`config.mk`:
```
export PLATFORM = sky130hd
export DESIGN_NAME = fetch_top
export DESIGN_NICKNAME = d
export VERILOG_FILES = /design/src/common/imem_pkg.sv /design/src/common/fetch_pkg.sv /design/src/fetch/btac.sv /design/src/fetch/fetch_stage.sv /design/src/source/fetch_top.sv /design/src/source/trap_vectors.sv
export VERILOG_INCLUDE_DIRS = /design/src /design/src/common
export SDC_FILE = /design/constraint.sdc
export NUM_CORES = 2
export LEC_CHECK = 0
export BUFFER_PORTS_ARGS = -buffer_cell sky130_fd_sc_hd__buf_2
export CORE_MARGIN = 10
export CORE_UTILIZATION = 55
export CTS_BUF_LIST = sky130_fd_sc_hd__clkbuf_16
export DETAILED_ROUTE_END_ITERATION = 7
export PLACE_DENSITY_LB_ADDON = 0.25
export SLEW_MARGIN = 0
export SYNTH_ARGS = -nofsm -noshare
export SYNTH_HDL_FRONTEND = slang
export SYNTH_SLANG_ARGS = --single-unit
```
`constraint.sdc`:
```
create_clock -name clock -period 5.1 [get_ports clock]
set_clock_uncertainty 0.2 [all_clocks]
set_input_delay 0.51 -clock clock [delete_from_list [all_inputs] [get_ports clock]]
set_output_delay 0.51 -clock clock [all_outputs]
set_load 0.05 [all_outputs]
```
`src/common/fetch_defs.svh`:
```
`ifndef FETCH_DEFS_SVH
`define FETCH_DEFS_SVH

// width of every instruction address in the fetch path.
`define FETCH_AW 32

// One packet holds two 32-bit instructions.
`define FETCH_STEP 8

// index bits of the branch target cache, 16 entries.
`define BTAC_IW 4

`define RESET_PC 32'h0000_0000 // first fetch address after reset.

`endif

```
`src/common/imem_pkg.sv`:
```
`default_nettype none
`include "fetch_defs.svh"

package imem_pkg;

  // width of a single instruction word.
  localparam int unsigned instr_w = 32;

  // number of instructions carried by one fetch packet.
  localparam int unsigned packet_n = 2;

  // request side: the byte address of a packet.
  typedef logic [`FETCH_AW-1:0] addr_t;

  // Response side. The lower word is the instruction at the packet address.
  typedef logic [packet_n*instr_w-1:0] packet_t;

endpackage

`default_nettype wire

```
`src/common/fetch_pkg.sv`:
```
`default_nettype none
`include "fetch_defs.svh"

package fetch_pkg;

  typedef enum logic [1:0] {
    idle = 2'd0, // waiting for the first request after reset.
    busy = 2'd1,
    ctrl = 2'd2, // a redirect came while a request was outstanding.
    inv  = 2'd3  // same, for a fence.
  } fetch_state_t;

  // source of the next pc, listed from highest to lowest priority after seq.
  typedef enum logic [2:0] {
    none,
    seq,
    trap,
    mret,
    restore,
    predict,
    fence
  } redirect_t;

  typedef struct packed {
    fetch_state_t      state;
    imem_pkg::addr_t   pc;
    imem_pkg::packet_t rdata;
    logic              ready;
    logic              taken;
    imem_pkg::addr_t   taddr;
    imem_pkg::addr_t   tpc;
  } fetch_reg_t;

  localparam fetch_reg_t fetch_reg_init = '{
    state: idle, pc: `RESET_PC, rdata: '0, ready: 1'b0, taken: 1'b0, taddr: '0, tpc: '0
  };

endpackage

`default_nettype wire

```
`src/fetch/btac.sv`:
```
`timescale 1ns/1ps
`default_nettype none
`include "fetch_defs.svh"

module btac (
  input  logic            clock,
  input  logic            reset,
  input  logic            clear,
  input  imem_pkg::addr_t get_pc,
  input  logic            upd_valid,
  input  imem_pkg::addr_t upd_pc,
  input  logic            upd_taken,
  input  imem_pkg::addr_t upd_target,
  output logic            pred_branch,
  output imem_pkg::addr_t pred_baddr,
  output logic            pred_rest,
  output imem_pkg::addr_t pred_raddr
);

  localparam int unsigned entries = 1 << `BTAC_IW;
  localparam int unsigned tag_w = `FETCH_AW - `BTAC_IW - 2;

  logic [entries-1:0] valid;
  logic [entries-1:0] taken;
  logic [tag_w-1:0]   tag [entries];
  imem_pkg::addr_t    target [entries];

  logic [`BTAC_IW-1:0] get_idx;
  logic [`BTAC_IW-1:0] upd_idx;
  logic [tag_w-1:0]    get_tag;
  logic [tag_w-1:0]    upd_tag;
  logic                upd_hit;
  logic                wrong_dir;
  logic                wrong_target;

  // entries are indexed by word address.
  assign get_idx = get_pc[`BTAC_IW+1:2];
  assign get_tag = get_pc[`FETCH_AW-1:`BTAC_IW+2];
  assign upd_idx = upd_pc[`BTAC_IW+1:2];
  assign upd_tag = upd_pc[`FETCH_AW-1:`BTAC_IW+2];

  assign pred_branch = valid[get_idx] && taken[get_idx] && (tag[get_idx] == get_tag);
  assign pred_baddr = target[get_idx];

  // Only a stored prediction can be wrong. A branch that misses is just learned.
  assign upd_hit = valid[upd_idx] && (tag[upd_idx] == upd_tag);
  assign wrong_dir = upd_taken != taken[upd_idx];
  assign wrong_target = upd_taken && (target[upd_idx] != upd_target);
  assign pred_rest = upd_valid && upd_hit && (wrong_dir || wrong_target);
  assign pred_raddr = upd_taken ? upd_target : upd_pc + `FETCH_STEP;

  always_ff @(posedge clock) begin
    if (!reset || clear) begin
      valid <= '0;
    end else if (upd_valid) begin
      valid[upd_idx] <= 1'b1;
    end
  end

  always_ff @(posedge clock) begin
    if (upd_valid) begin
      tag[upd_idx] <= upd_tag;
      target[upd_idx] <= upd_target;
      taken[upd_idx] <= upd_taken; // a not taken outcome stays stored but never predicts.
    end
  end

endmodule

`default_nettype wire

```
`src/fetch/fetch_stage.sv`:
```
`timescale 1ns/1ps
`default_nettype none
`include "fetch_defs.svh"

module fetch_stage (
  input  logic              clock,
  input  logic              reset,
  input  logic              trap,
  input  logic              mret,
  input  imem_pkg::addr_t   mtvec,
  input  imem_pkg::addr_t   mepc,
  input  logic              pred_branch,
  input  imem_pkg::addr_t   pred_baddr,
  input  logic              pred_rest,
  input  imem_pkg::addr_t   pred_raddr,
  input  logic              fence_valid,
  input  imem_pkg::addr_t   fence_npc,
  input  logic              stall,
  output imem_pkg::addr_t   get_pc,
  output logic              mem_valid,
  output logic              mem_spec,
  output imem_pkg::addr_t   mem_addr,
  input  logic              mem_ready,
  input  imem_pkg::packet_t mem_rdata,
  output imem_pkg::addr_t   next_pc,
  output imem_pkg::addr_t   fetch_pc,
  output imem_pkg::packet_t fetch_rdata,
  output logic              fetch_ready,
  output logic              fetch_taken,
  output imem_pkg::addr_t   fetch_taddr,
  output imem_pkg::addr_t   fetch_tpc
);

  fetch_pkg::fetch_reg_t r;
  fetch_pkg::fetch_reg_t v;
  fetch_pkg::redirect_t  redirect;
  logic run;     // set one cycle after reset is released.
  logic present; // a packet is held and no request is outstanding.
  logic advance;

  assign present = (r.state == fetch_pkg::busy) && r.ready;
  assign advance = present && !stall;

  always_comb begin
    if (trap) begin
      redirect = fetch_pkg::trap;
    end else if (mret) begin
      redirect = fetch_pkg::mret;
    end else if (pred_rest) begin
      redirect = fetch_pkg::restore;
    end else if (pred_branch && advance) begin
      redirect = fetch_pkg::predict; // replaces the sequential step.
    end else if (fence_valid) begin
      redirect = fetch_pkg::fence;
    end else if (advance) begin
      redirect = fetch_pkg::seq;
    end else begin
      redirect = fetch_pkg::none;
    end
  end

  always_comb begin
    v = r;
    mem_valid = 1'b0;
    mem_spec = 1'b0;

    if (redirect != fetch_pkg::none) begin
      v.taken = 1'b0;
      v.taddr = '0;
      v.tpc = '0;
    end
    case (redirect)
      fetch_pkg::trap:    v.pc = mtvec;
      fetch_pkg::mret:    v.pc = mepc;
      fetch_pkg::restore: v.pc = pred_raddr;
      fetch_pkg::fence:   v.pc = fence_npc;
      fetch_pkg::seq:     v.pc = r.pc + `FETCH_STEP;
      fetch_pkg::predict: begin
        v.pc = pred_baddr;
        v.taken = 1'b1;
        v.taddr = pred_baddr;
        v.tpc = r.pc;
      end
      default: begin
      end
    endcase

    case (r.state)
      fetch_pkg::idle: begin
        if (run) begin
          v.state = fetch_pkg::busy;
          mem_valid = 1'b1;
        end
      end
      fetch_pkg::busy: begin
        if (r.ready || mem_ready) begin
          // Nothing is outstanding any more, so a new pc goes out at once.
          if (redirect != fetch_pkg::none) begin
            v.ready = 1'b0; // an answer arriving with a redirect is dropped.
            mem_valid = 1'b1;
            mem_spec = (redirect != fetch_pkg::seq);
          end else if (mem_ready) begin
            v.ready = 1'b1;
            v.rdata = mem_rdata;
          end
        end else if (redirect == fetch_pkg::fence) begin
          v.state = fetch_pkg::inv;
        end else if (redirect != fetch_pkg::none) begin
          v.state = fetch_pkg::ctrl;
        end
      end
      default: begin
        // The stale answer is thrown away and the redirected pc issued with it.
        if (mem_ready) begin
          v.state = fetch_pkg::busy;
          mem_valid = 1'b1;
          mem_spec = 1'b1;
        end
      end
    endcase
  end

  always_ff @(posedge clock) begin
    if (!reset) begin
      r <= fetch_pkg::fetch_reg_init;
      run <= 1'b0;
    end else begin
      r <= v;
      run <= 1'b1;
    end
  end

  assign mem_addr = v.pc;
  assign next_pc = v.pc;
  assign get_pc = r.pc;

  assign fetch_pc = r.pc;
  assign fetch_rdata = r.rdata;
  assign fetch_ready = r.ready;
  assign fetch_taken = r.taken;
  assign fetch_taddr = r.taddr;
  assign fetch_tpc = r.tpc;

endmodule

`default_nettype wire

```
`src/source/fetch_top.sv`:
```
`timescale 1ns/1ps
`default_nettype none

module fetch_top (
  input  logic              clock,
  input  logic              reset,
  input  logic              cfg_we,
  input  logic              cfg_sel,
  input  imem_pkg::addr_t   cfg_wdata,
  input  logic              trap_req,
  input  logic              mret_req,
  input  logic              clear,
  input  logic              upd_valid,
  input  imem_pkg::addr_t   upd_pc,
  input  logic              upd_taken,
  input  imem_pkg::addr_t   upd_target,
  input  logic              fence_valid,
  input  imem_pkg::addr_t   fence_npc,
  input  logic              stall,
  output logic              mem_valid,
  output logic              mem_spec,
  output imem_pkg::addr_t   mem_addr,
  input  logic              mem_ready,
  input  imem_pkg::packet_t mem_rdata,
  output imem_pkg::addr_t   next_pc,
  output imem_pkg::addr_t   fetch_pc,
  output imem_pkg::packet_t fetch_rdata,
  output logic              fetch_ready,
  output logic              fetch_taken,
  output imem_pkg::addr_t   fetch_taddr,
  output imem_pkg::addr_t   fetch_tpc
);

  logic            trap;
  logic            mret;
  imem_pkg::addr_t mtvec;
  imem_pkg::addr_t mepc;
  imem_pkg::addr_t get_pc;
  logic            pred_branch;
  imem_pkg::addr_t pred_baddr;
  logic            pred_rest;
  imem_pkg::addr_t pred_raddr;

  trap_vectors vec0 (
    .clock, .reset, .cfg_we, .cfg_sel, .cfg_wdata, .trap_req, .mret_req,
    .trap, .mret, .mtvec, .mepc
  );

  btac btac0 (
    .clock, .reset, .clear, .get_pc, .upd_valid, .upd_pc, .upd_taken, .upd_target,
    .pred_branch, .pred_baddr, .pred_rest, .pred_raddr
  );

  fetch_stage fetch0 (
    .clock, .reset, .trap, .mret, .mtvec, .mepc,
    .pred_branch, .pred_baddr, .pred_rest, .pred_raddr,
    .fence_valid, .fence_npc, .stall, .get_pc,
    .mem_valid, .mem_spec, .mem_addr, .mem_ready, .mem_rdata,
    .next_pc, .fetch_pc, .fetch_rdata, .fetch_ready, .fetch_taken, .fetch_taddr, .fetch_tpc
  );

endmodule

`default_nettype wire

```
`src/source/trap_vectors.sv`:
```
`timescale 1ns/1ps
`default_nettype none

module trap_vectors (
  input  logic            clock,
  input  logic            reset,
  input  logic            cfg_we,
  input  logic            cfg_sel,
  input  imem_pkg::addr_t cfg_wdata,
  input  logic            trap_req,
  input  logic            mret_req,
  output logic            trap,
  output logic            mret,
  output imem_pkg::addr_t mtvec,
  output imem_pkg::addr_t mepc
);

  imem_pkg::addr_t aligned;

  // vectors point at whole words.
  assign aligned = {cfg_wdata[$bits(cfg_wdata)-1:2], 2'b00};

  always_ff @(posedge clock) begin
    if (!reset) begin
      trap <= 1'b0;
      mret <= 1'b0;
      mtvec <= '0;
      mepc <= '0;
    end else begin
      trap <= trap_req; // a write in the same cycle is seen together with the pulse.
      mret <= mret_req;
      if (cfg_we && !cfg_sel) begin
        mtvec <= aligned;
      end
      if (cfg_we && cfg_sel) begin
        mepc <= aligned;
      end
    end
  end

endmodule

`default_nettype wire

```
# Word level (Yosys, flattened, before mapping)
# Memory sizes are Yosys's and may differ from the RTL's. A register that Yosys moved wholly into a read port is not among the register bits.
# Index checks and enable logic that the tools add are counted.
dict set report classes {
  add_sub_neg 2
  n_mul 0
  div 0
  n_lt_le_gt_ge 3
  eq_ne 15
  n_shift 0
  muxes 42
  bitwise_logic 2
  reduce_logical 26
}
# op n
set ops {}
lappend ops {{$pmux 32 s6} 1}
lappend ops {{$mux 65} 2}
lappend ops {{$add 32x4->32 const B} 2}
lappend ops {{$eq 26x26->1} 2}
lappend ops {{$mux 32} 1}
lappend ops {{$ne 32x32->1} 1}
lappend ops {{$mux 1} 17}
lappend ops {{$bmux 1 s4} 4}
lappend ops {{$bwmux 16} 1}
lappend ops {{$or 16x16->16} 1}
lappend ops {{$mux 3} 5}
lappend ops {{$logic_and 1x1->1} 12}
lappend ops {{$lt 4x5->1 const B} 2}
lappend ops {{$mux 2} 5}
lappend ops {{$eq 3x3->1 const B} 3}
lappend ops {{$mux 4} 2}
lappend ops {{$reduce_and 4->1} 2}
lappend ops {{$eq 3x2->1 const B} 2}
lappend ops {{$reduce_bool 3->1} 2}
lappend ops {{$demux 1 s4} 1}
lappend ops {{$ge 4x1->1 const B} 1}
lappend ops {{$pmux 1 s2} 2}
lappend ops {{$pmux 2 s2} 1}
lappend ops {{$reduce_bool 2->1} 2}
lappend ops {{12 further kinds} 16}
dict set report word_totals {
  ff_bits 259
  latch_bits 0
  ramBits 928
  rom_bits 0
  inputBits 204
  word_cells 106
  memories 2
}
# name depth word_bits read_ports rd_ports_with_merged_regs write_ports line_no
set mem_list {}
lappend mem_list {btac0.target 16 32 2 1 1 btac.sv:26} ;# imem_pkg::addr_t target [entries];
lappend mem_list {btac0.tag 16 26 2 1 1 btac.sv:25} ;# logic [tag_w-1:0] tag [entries];

# Longest topological paths before layout
dict set report logic_depth {
  depth_word 14
  ltp_mapped 20
  mapped_depth_nobuf 12
}

# Hierarchy
# Synthesis repeated with hierarchy kept, for this count alone.
dict set report hier_totals {
  hier_cells 3724
  area_unflattened_um2 57819.2
}
# mod n_inst cells_per_inst area_each_um2 seq_area_each_um2
set by_module_without_submodules {}
lappend by_module_without_submodules {btac 1 2209 45478.6 28667.5}
lappend by_module_without_submodules {fetch_stage 1 1276 9932.0 3303.2}
lappend by_module_without_submodules {trap_vectors 1 239 2408.6 1241.2}

# Least setup slack after synthesis
# OpenSTA, ideal clock, no wires.
dict set report synth_path {
  kind {input to output}
  startpoint {input upd_pc[2]}
  endpoint {output mem_valid}
  t_arrival_ps 4622
  t_required_ps 4390
  path_slack_ps -232
  cell_stages 15
  n_path_buf 6
  cell_sequence {buf_6 > buf_6 > buf_4 > buf_2 > buf_2 > mux2i_1 > a22oi_1 > a31oi_1 > xnor2_1 > or3_1 > nor4_4 > a21o_1 > buf_2 > o22ai_1 > a221oi_1}
}
dict set report synth_via {
  elab_chain_len 12
  word_cells_on_any_way 21
}
# element line_no
set synth_lines {}
lappend synth_lines {{from (decl)} fetch_top.sv:14} ;# input imem_pkg::addr_t upd_pc,
lappend synth_lines {{$mem_v2 16x32, or another cell as far along} --}
lappend synth_lines {{$ne 32x32->1, or another cell as far along} btac.sv:48} ;# assign wrong_target = upd_taken && (target[upd_idx] != upd_target);
lappend synth_lines {{$logic_and 1x1->1, or another cell as far along} btac.sv:48}
lappend synth_lines {{$logic_or 1x1->1 / $logic_and 1x1->1 (equally long branches)} btac.sv:49} ;# assign pred_rest = upd_valid && upd_hit && (wrong_dir || wrong_target);
lappend synth_lines {{$logic_and 1x1->1 (*)} btac.sv:49}
lappend synth_lines {{$mux 3 (*)} fetch_stage.sv:49} ;# end else if (pred_rest) begin
lappend synth_lines {{$mux 3 (*)} fetch_stage.sv:47} ;# end else if (mret) begin
lappend synth_lines {{$mux 3 (*)} fetch_stage.sv:45} ;# if (trap) begin
lappend synth_lines {{$reduce_bool 3->1 (*)} fetch_stage.sv:98} ;# if (redirect != fetch_pkg::none) begin
lappend synth_lines {{$mux 1 (*)} fetch_stage.sv:98}
lappend synth_lines {{$mux 1 (*)} fetch_stage.sv:96} ;# if (r.ready || mem_ready) begin
lappend synth_lines {{$pmux 1 s2 (*)} fetch_stage.sv:88} ;# case (r.state)
lappend synth_lines {{to (decl)} fetch_top.sv:20} ;# output logic mem_valid,
# Mark *: on every way between the ends. The rest lies on a longest branch, timed or not. The select of a mux whose other input is x is not followed.

==> reports/qor.yml <==
slew_violations: 0
firstDrtPassIters: 6
avgSynthCellArea_um2: 13.84
hold_class: "in -> reg"
cp-endpoint: "next_pc[30]"
postLayoutCellArea_mm2: 0.07343
clkSlewWorstSetupHoldPaths_ns: 0.06
vias_per_cell: 6.818
post-route-period-util_pct: 114.4
die-area_mm2: 0.1221
die_x_um: 349.5
placed_area_mm2: 0.06607
vias: 44900
r2r_start: "fetch0.fetch_pc[2]"
cp.arrival_ns: 5.12
cts_tree: "built"
yosys_warnings: 0
cts_made_buffers: 120
htree_levels: 3
antenna_left: 0
yosysTopAreaCell: "edfxtp_1"
synth-compound-area-share_pct: 8.826
clock-sinks: 1187
p_total_mw: 24.66
grt_pass1_vias: 43570
worstSetupPathType: "reg -> out"
cts_root_buf: "clkbuf_16"
muxShareOfSynthArea_pct: 20.38
area_growth_syn_to_layout_pct: 22.98
rrSetupSlack_ns: 0.11
p_per_area_mw_per_mm2: 335.8
violations: "setup timing"
syn_area_mm2: 0.05971
fin_tns_setup_ns: -40.21
synth-simple-area-share_pct: 7.127
worst_slack_ns: -0.7338
synth_ff_type: "edfxtp_1"
synth-seq-cells: 1187
fp.dieH_um: 349.5
synth_fa_ha_area_share_pct: 0.04191
io_pins: 432
reg2reg_to: "fetch0.fetch_pc[19]"
synth-edff-count: 944
synth_cells: 4314
place_ws_ns: -0.8550
coreArea_mm2: 0.1075
grt_pass1_wl_mm: 318.6
wl_mm: 228.4
synth_most_common_cell: "edfxtp_1"
cp_max_fo: 7
irDropWorstVdd_mv: 0.3250
drive_gt1_share_pct: 35.49
synth_seq_area_share_pct: 55.62
timing.final.hold_violations: 0
grt_util_all_layers_pct: 36.29
insertion_delay_ns: 0.75
tightest_slew_ns: 1.269
layout.nets: 5269
yosysTopAreaCellShare_pct: 47.47
dr.first_iter.drc_count: 6591
synthDistinctLibCells: 90
cts.path.max_buffers: 3
outcome: "finished, violations left"
synth.area.top_cells: "edfxtp_1 47%, mux4_2 14%, dfxtp_1 8.1%, mux2i_1 5.7%, buf_4 3.3%"
grt.overflow.total: 0
start_util_pct: 55.54
cp.required_ns: 4.39
rsz0062_at_grt: "true"
io_buffers: 429
synth_common_cells: "944 x edfxtp_1, 404 x nand2_1, 364 x mux4_2"
synth-xor-area-share_pct: 2.186
rows: 120
finalNonFillerCells: 6585
dp_hpwl_mm: 156.9
wl_per_cell_um: 34.68
maxSlewHeadroom_pct: 15.40
fin_crit_ns: 5.834
fill_cells: 7264
setup_viol: 66
antenna_found_initial: 13
cellLeakagePower_nw: 26.29
synth_top_family_by_area: "multiplexers"
dp_cells: 6151
drc: 0
setup.worst_path.end_class: "output pin"
async_reset_ff_share_pct: 0
globalplace.congestion: 1.008
startpoint: "btac0.tag[14][17]"
worst_setup_path_start_kind: "register"
max_freq_mhz: 171.4
max_cap_viol_count: 0
grt_max_degree: 106
syn_nets: 4520
reg2reg_depth: 23
-- timing repair --
item	4_1_cts	5_1_grt
cloned	2	1
hold endpoints to repair	363	0
gates resized for setup	167	105
endpoints found under the setup margin	66	77
hold buffers	124	0
pin swaps	28	30
setup buffers	39	29
-- layout by cell type, fill, tap and decap left out, types with 18 or more instances in the layout --
master,count
a31oi_1,22
nand2_1,401
nand3_1,53
nor2b_1,79
dlygate4sd3_1,124
mux2_2,51
buf_6,61
and2_1,18
nand4_1,28
a21oi_1,99
nor2_1,102
inv_1,44
mux2i_1,332
a21boi_1,62
edfxtp_1,944
xnor2_1,93
bufinv_16,22
clkinv_2,31
a22oi_1,127
buf_2,359
o21a_1,24
o221ai_1,32
xor2_1,51
and3_1,26
a21boi_0,68
o21ai_0,81
nor3_1,32
buf_12,120
o22ai_1,47
dfxtp_1,238
buf_4,493
mux4_2,364
clkbuf_16,127
-- layout make-up --
type                            instances  area [um2]  area share, %
Antenna cell                           11       27.53        0.03749
Sequential cell                      1187       33230          45.25
Clock buffer                          126        3153          4.294
Inverter                               38       145.1         0.1976
Timing Repair Buffer                 1169       10050          13.68
Tap cell                             1403        1755          2.391
Clock inverter                        104        1129          1.537
Multi-Input combinational cell       2547       23950          32.61
-- cell families (layout without fill, tap and decap cells) --
family                   Yosys count  count (layout)
flip-flops                      1187            1187
AND/OR/NAND/NOR                  888             889
multiplexers                     754             754
AO/OA/AOI/OAI                    753             753
buffers and inverters            581            1437
XOR/XNOR                         149             149
adder cells (fa/ha/maj)            2               2
other                              0              11
-- layer usage --
layer	vias up	GRT usage [%]	wire length (um)	share of wire (%)
li1	18110	-	-	-
met1	22230	46.69	78520	34
met2	3753	53.70	98720	43
met3	796	11.27	34380	15
met4	10	22.19	16670	7.3
met5	-	0	66	0.029
-- power by group --
part	switching [mW]	total (mW)	leakage [nW]	internal, mW
logic	2.51	4.24	13.6	1.73
clock network	4.00	9.59	2.16	5.59
registers	0.166	10.8	10.5	10.7
total	6.68	24.7	26.3	18.0
-- how the worst min path moves through the flow --
| stage | start | to | depth (start not counted) |
|---|---|---|---|
| final | upd_target[20] | btac0.target[1][20] | 1 |
| after global routing | upd_target[20] | btac0.target[1][20] | 1 |
| after CTS | upd_target[20] | btac0.target[1][20] | 1 |
| after detailed placement | fetch0.fetch_rdata[38] | fetch0.fetch_rdata[38] | 2 |
| after global placement | fetch0.fetch_rdata[37] | fetch0.fetch_rdata[37] | 2 |
| after floorplan | fetch0.fetch_rdata[10] | fetch0.fetch_rdata[10] | 2 |
-- registers in the layout (all words and copies together) (netlist names), 2 cells and up --
name,flops
fetch0.fetch_rdata,64
btac0.tag,416
fetch0.fetch_pc,32
fetch0.fetch_tpc,32
vec0.mepc,30
fetch0.r,2
btac0.valid,16
vec0.mtvec,30
fetch0.fetch_taddr,32
btac0.taken,16
btac0.target,512
-- worst max-delay path: stages, from the launching register on --
cell and delay (ns):
edfxtp_1 0.41, mux4_2 0.52, mux2i_4 0.19, xor2_2 0.22, a32oi_2 0.10, or4_1 0.51
or4_4 0.47, nor4_4 0.41, buf_4 0.22, buf_12 0.11, and2_4 0.23, nor2_4 0.05
a221o_1 0.33, o31a_1 0.39, buf_6 0.22
-- stage by stage --
step	util (%)	hold slack [ns]
4_1_cts	67.53	0.004076
5_1_grt	68.29	0.03674
2_1_floorplan	-	0.2354
3_3_place_gp	61.45	0.2372
3_5_place_dp	61.45	0.2418
6_report	68.31	0.02793
No activity file was read; power rests on OpenSTA's default activity.
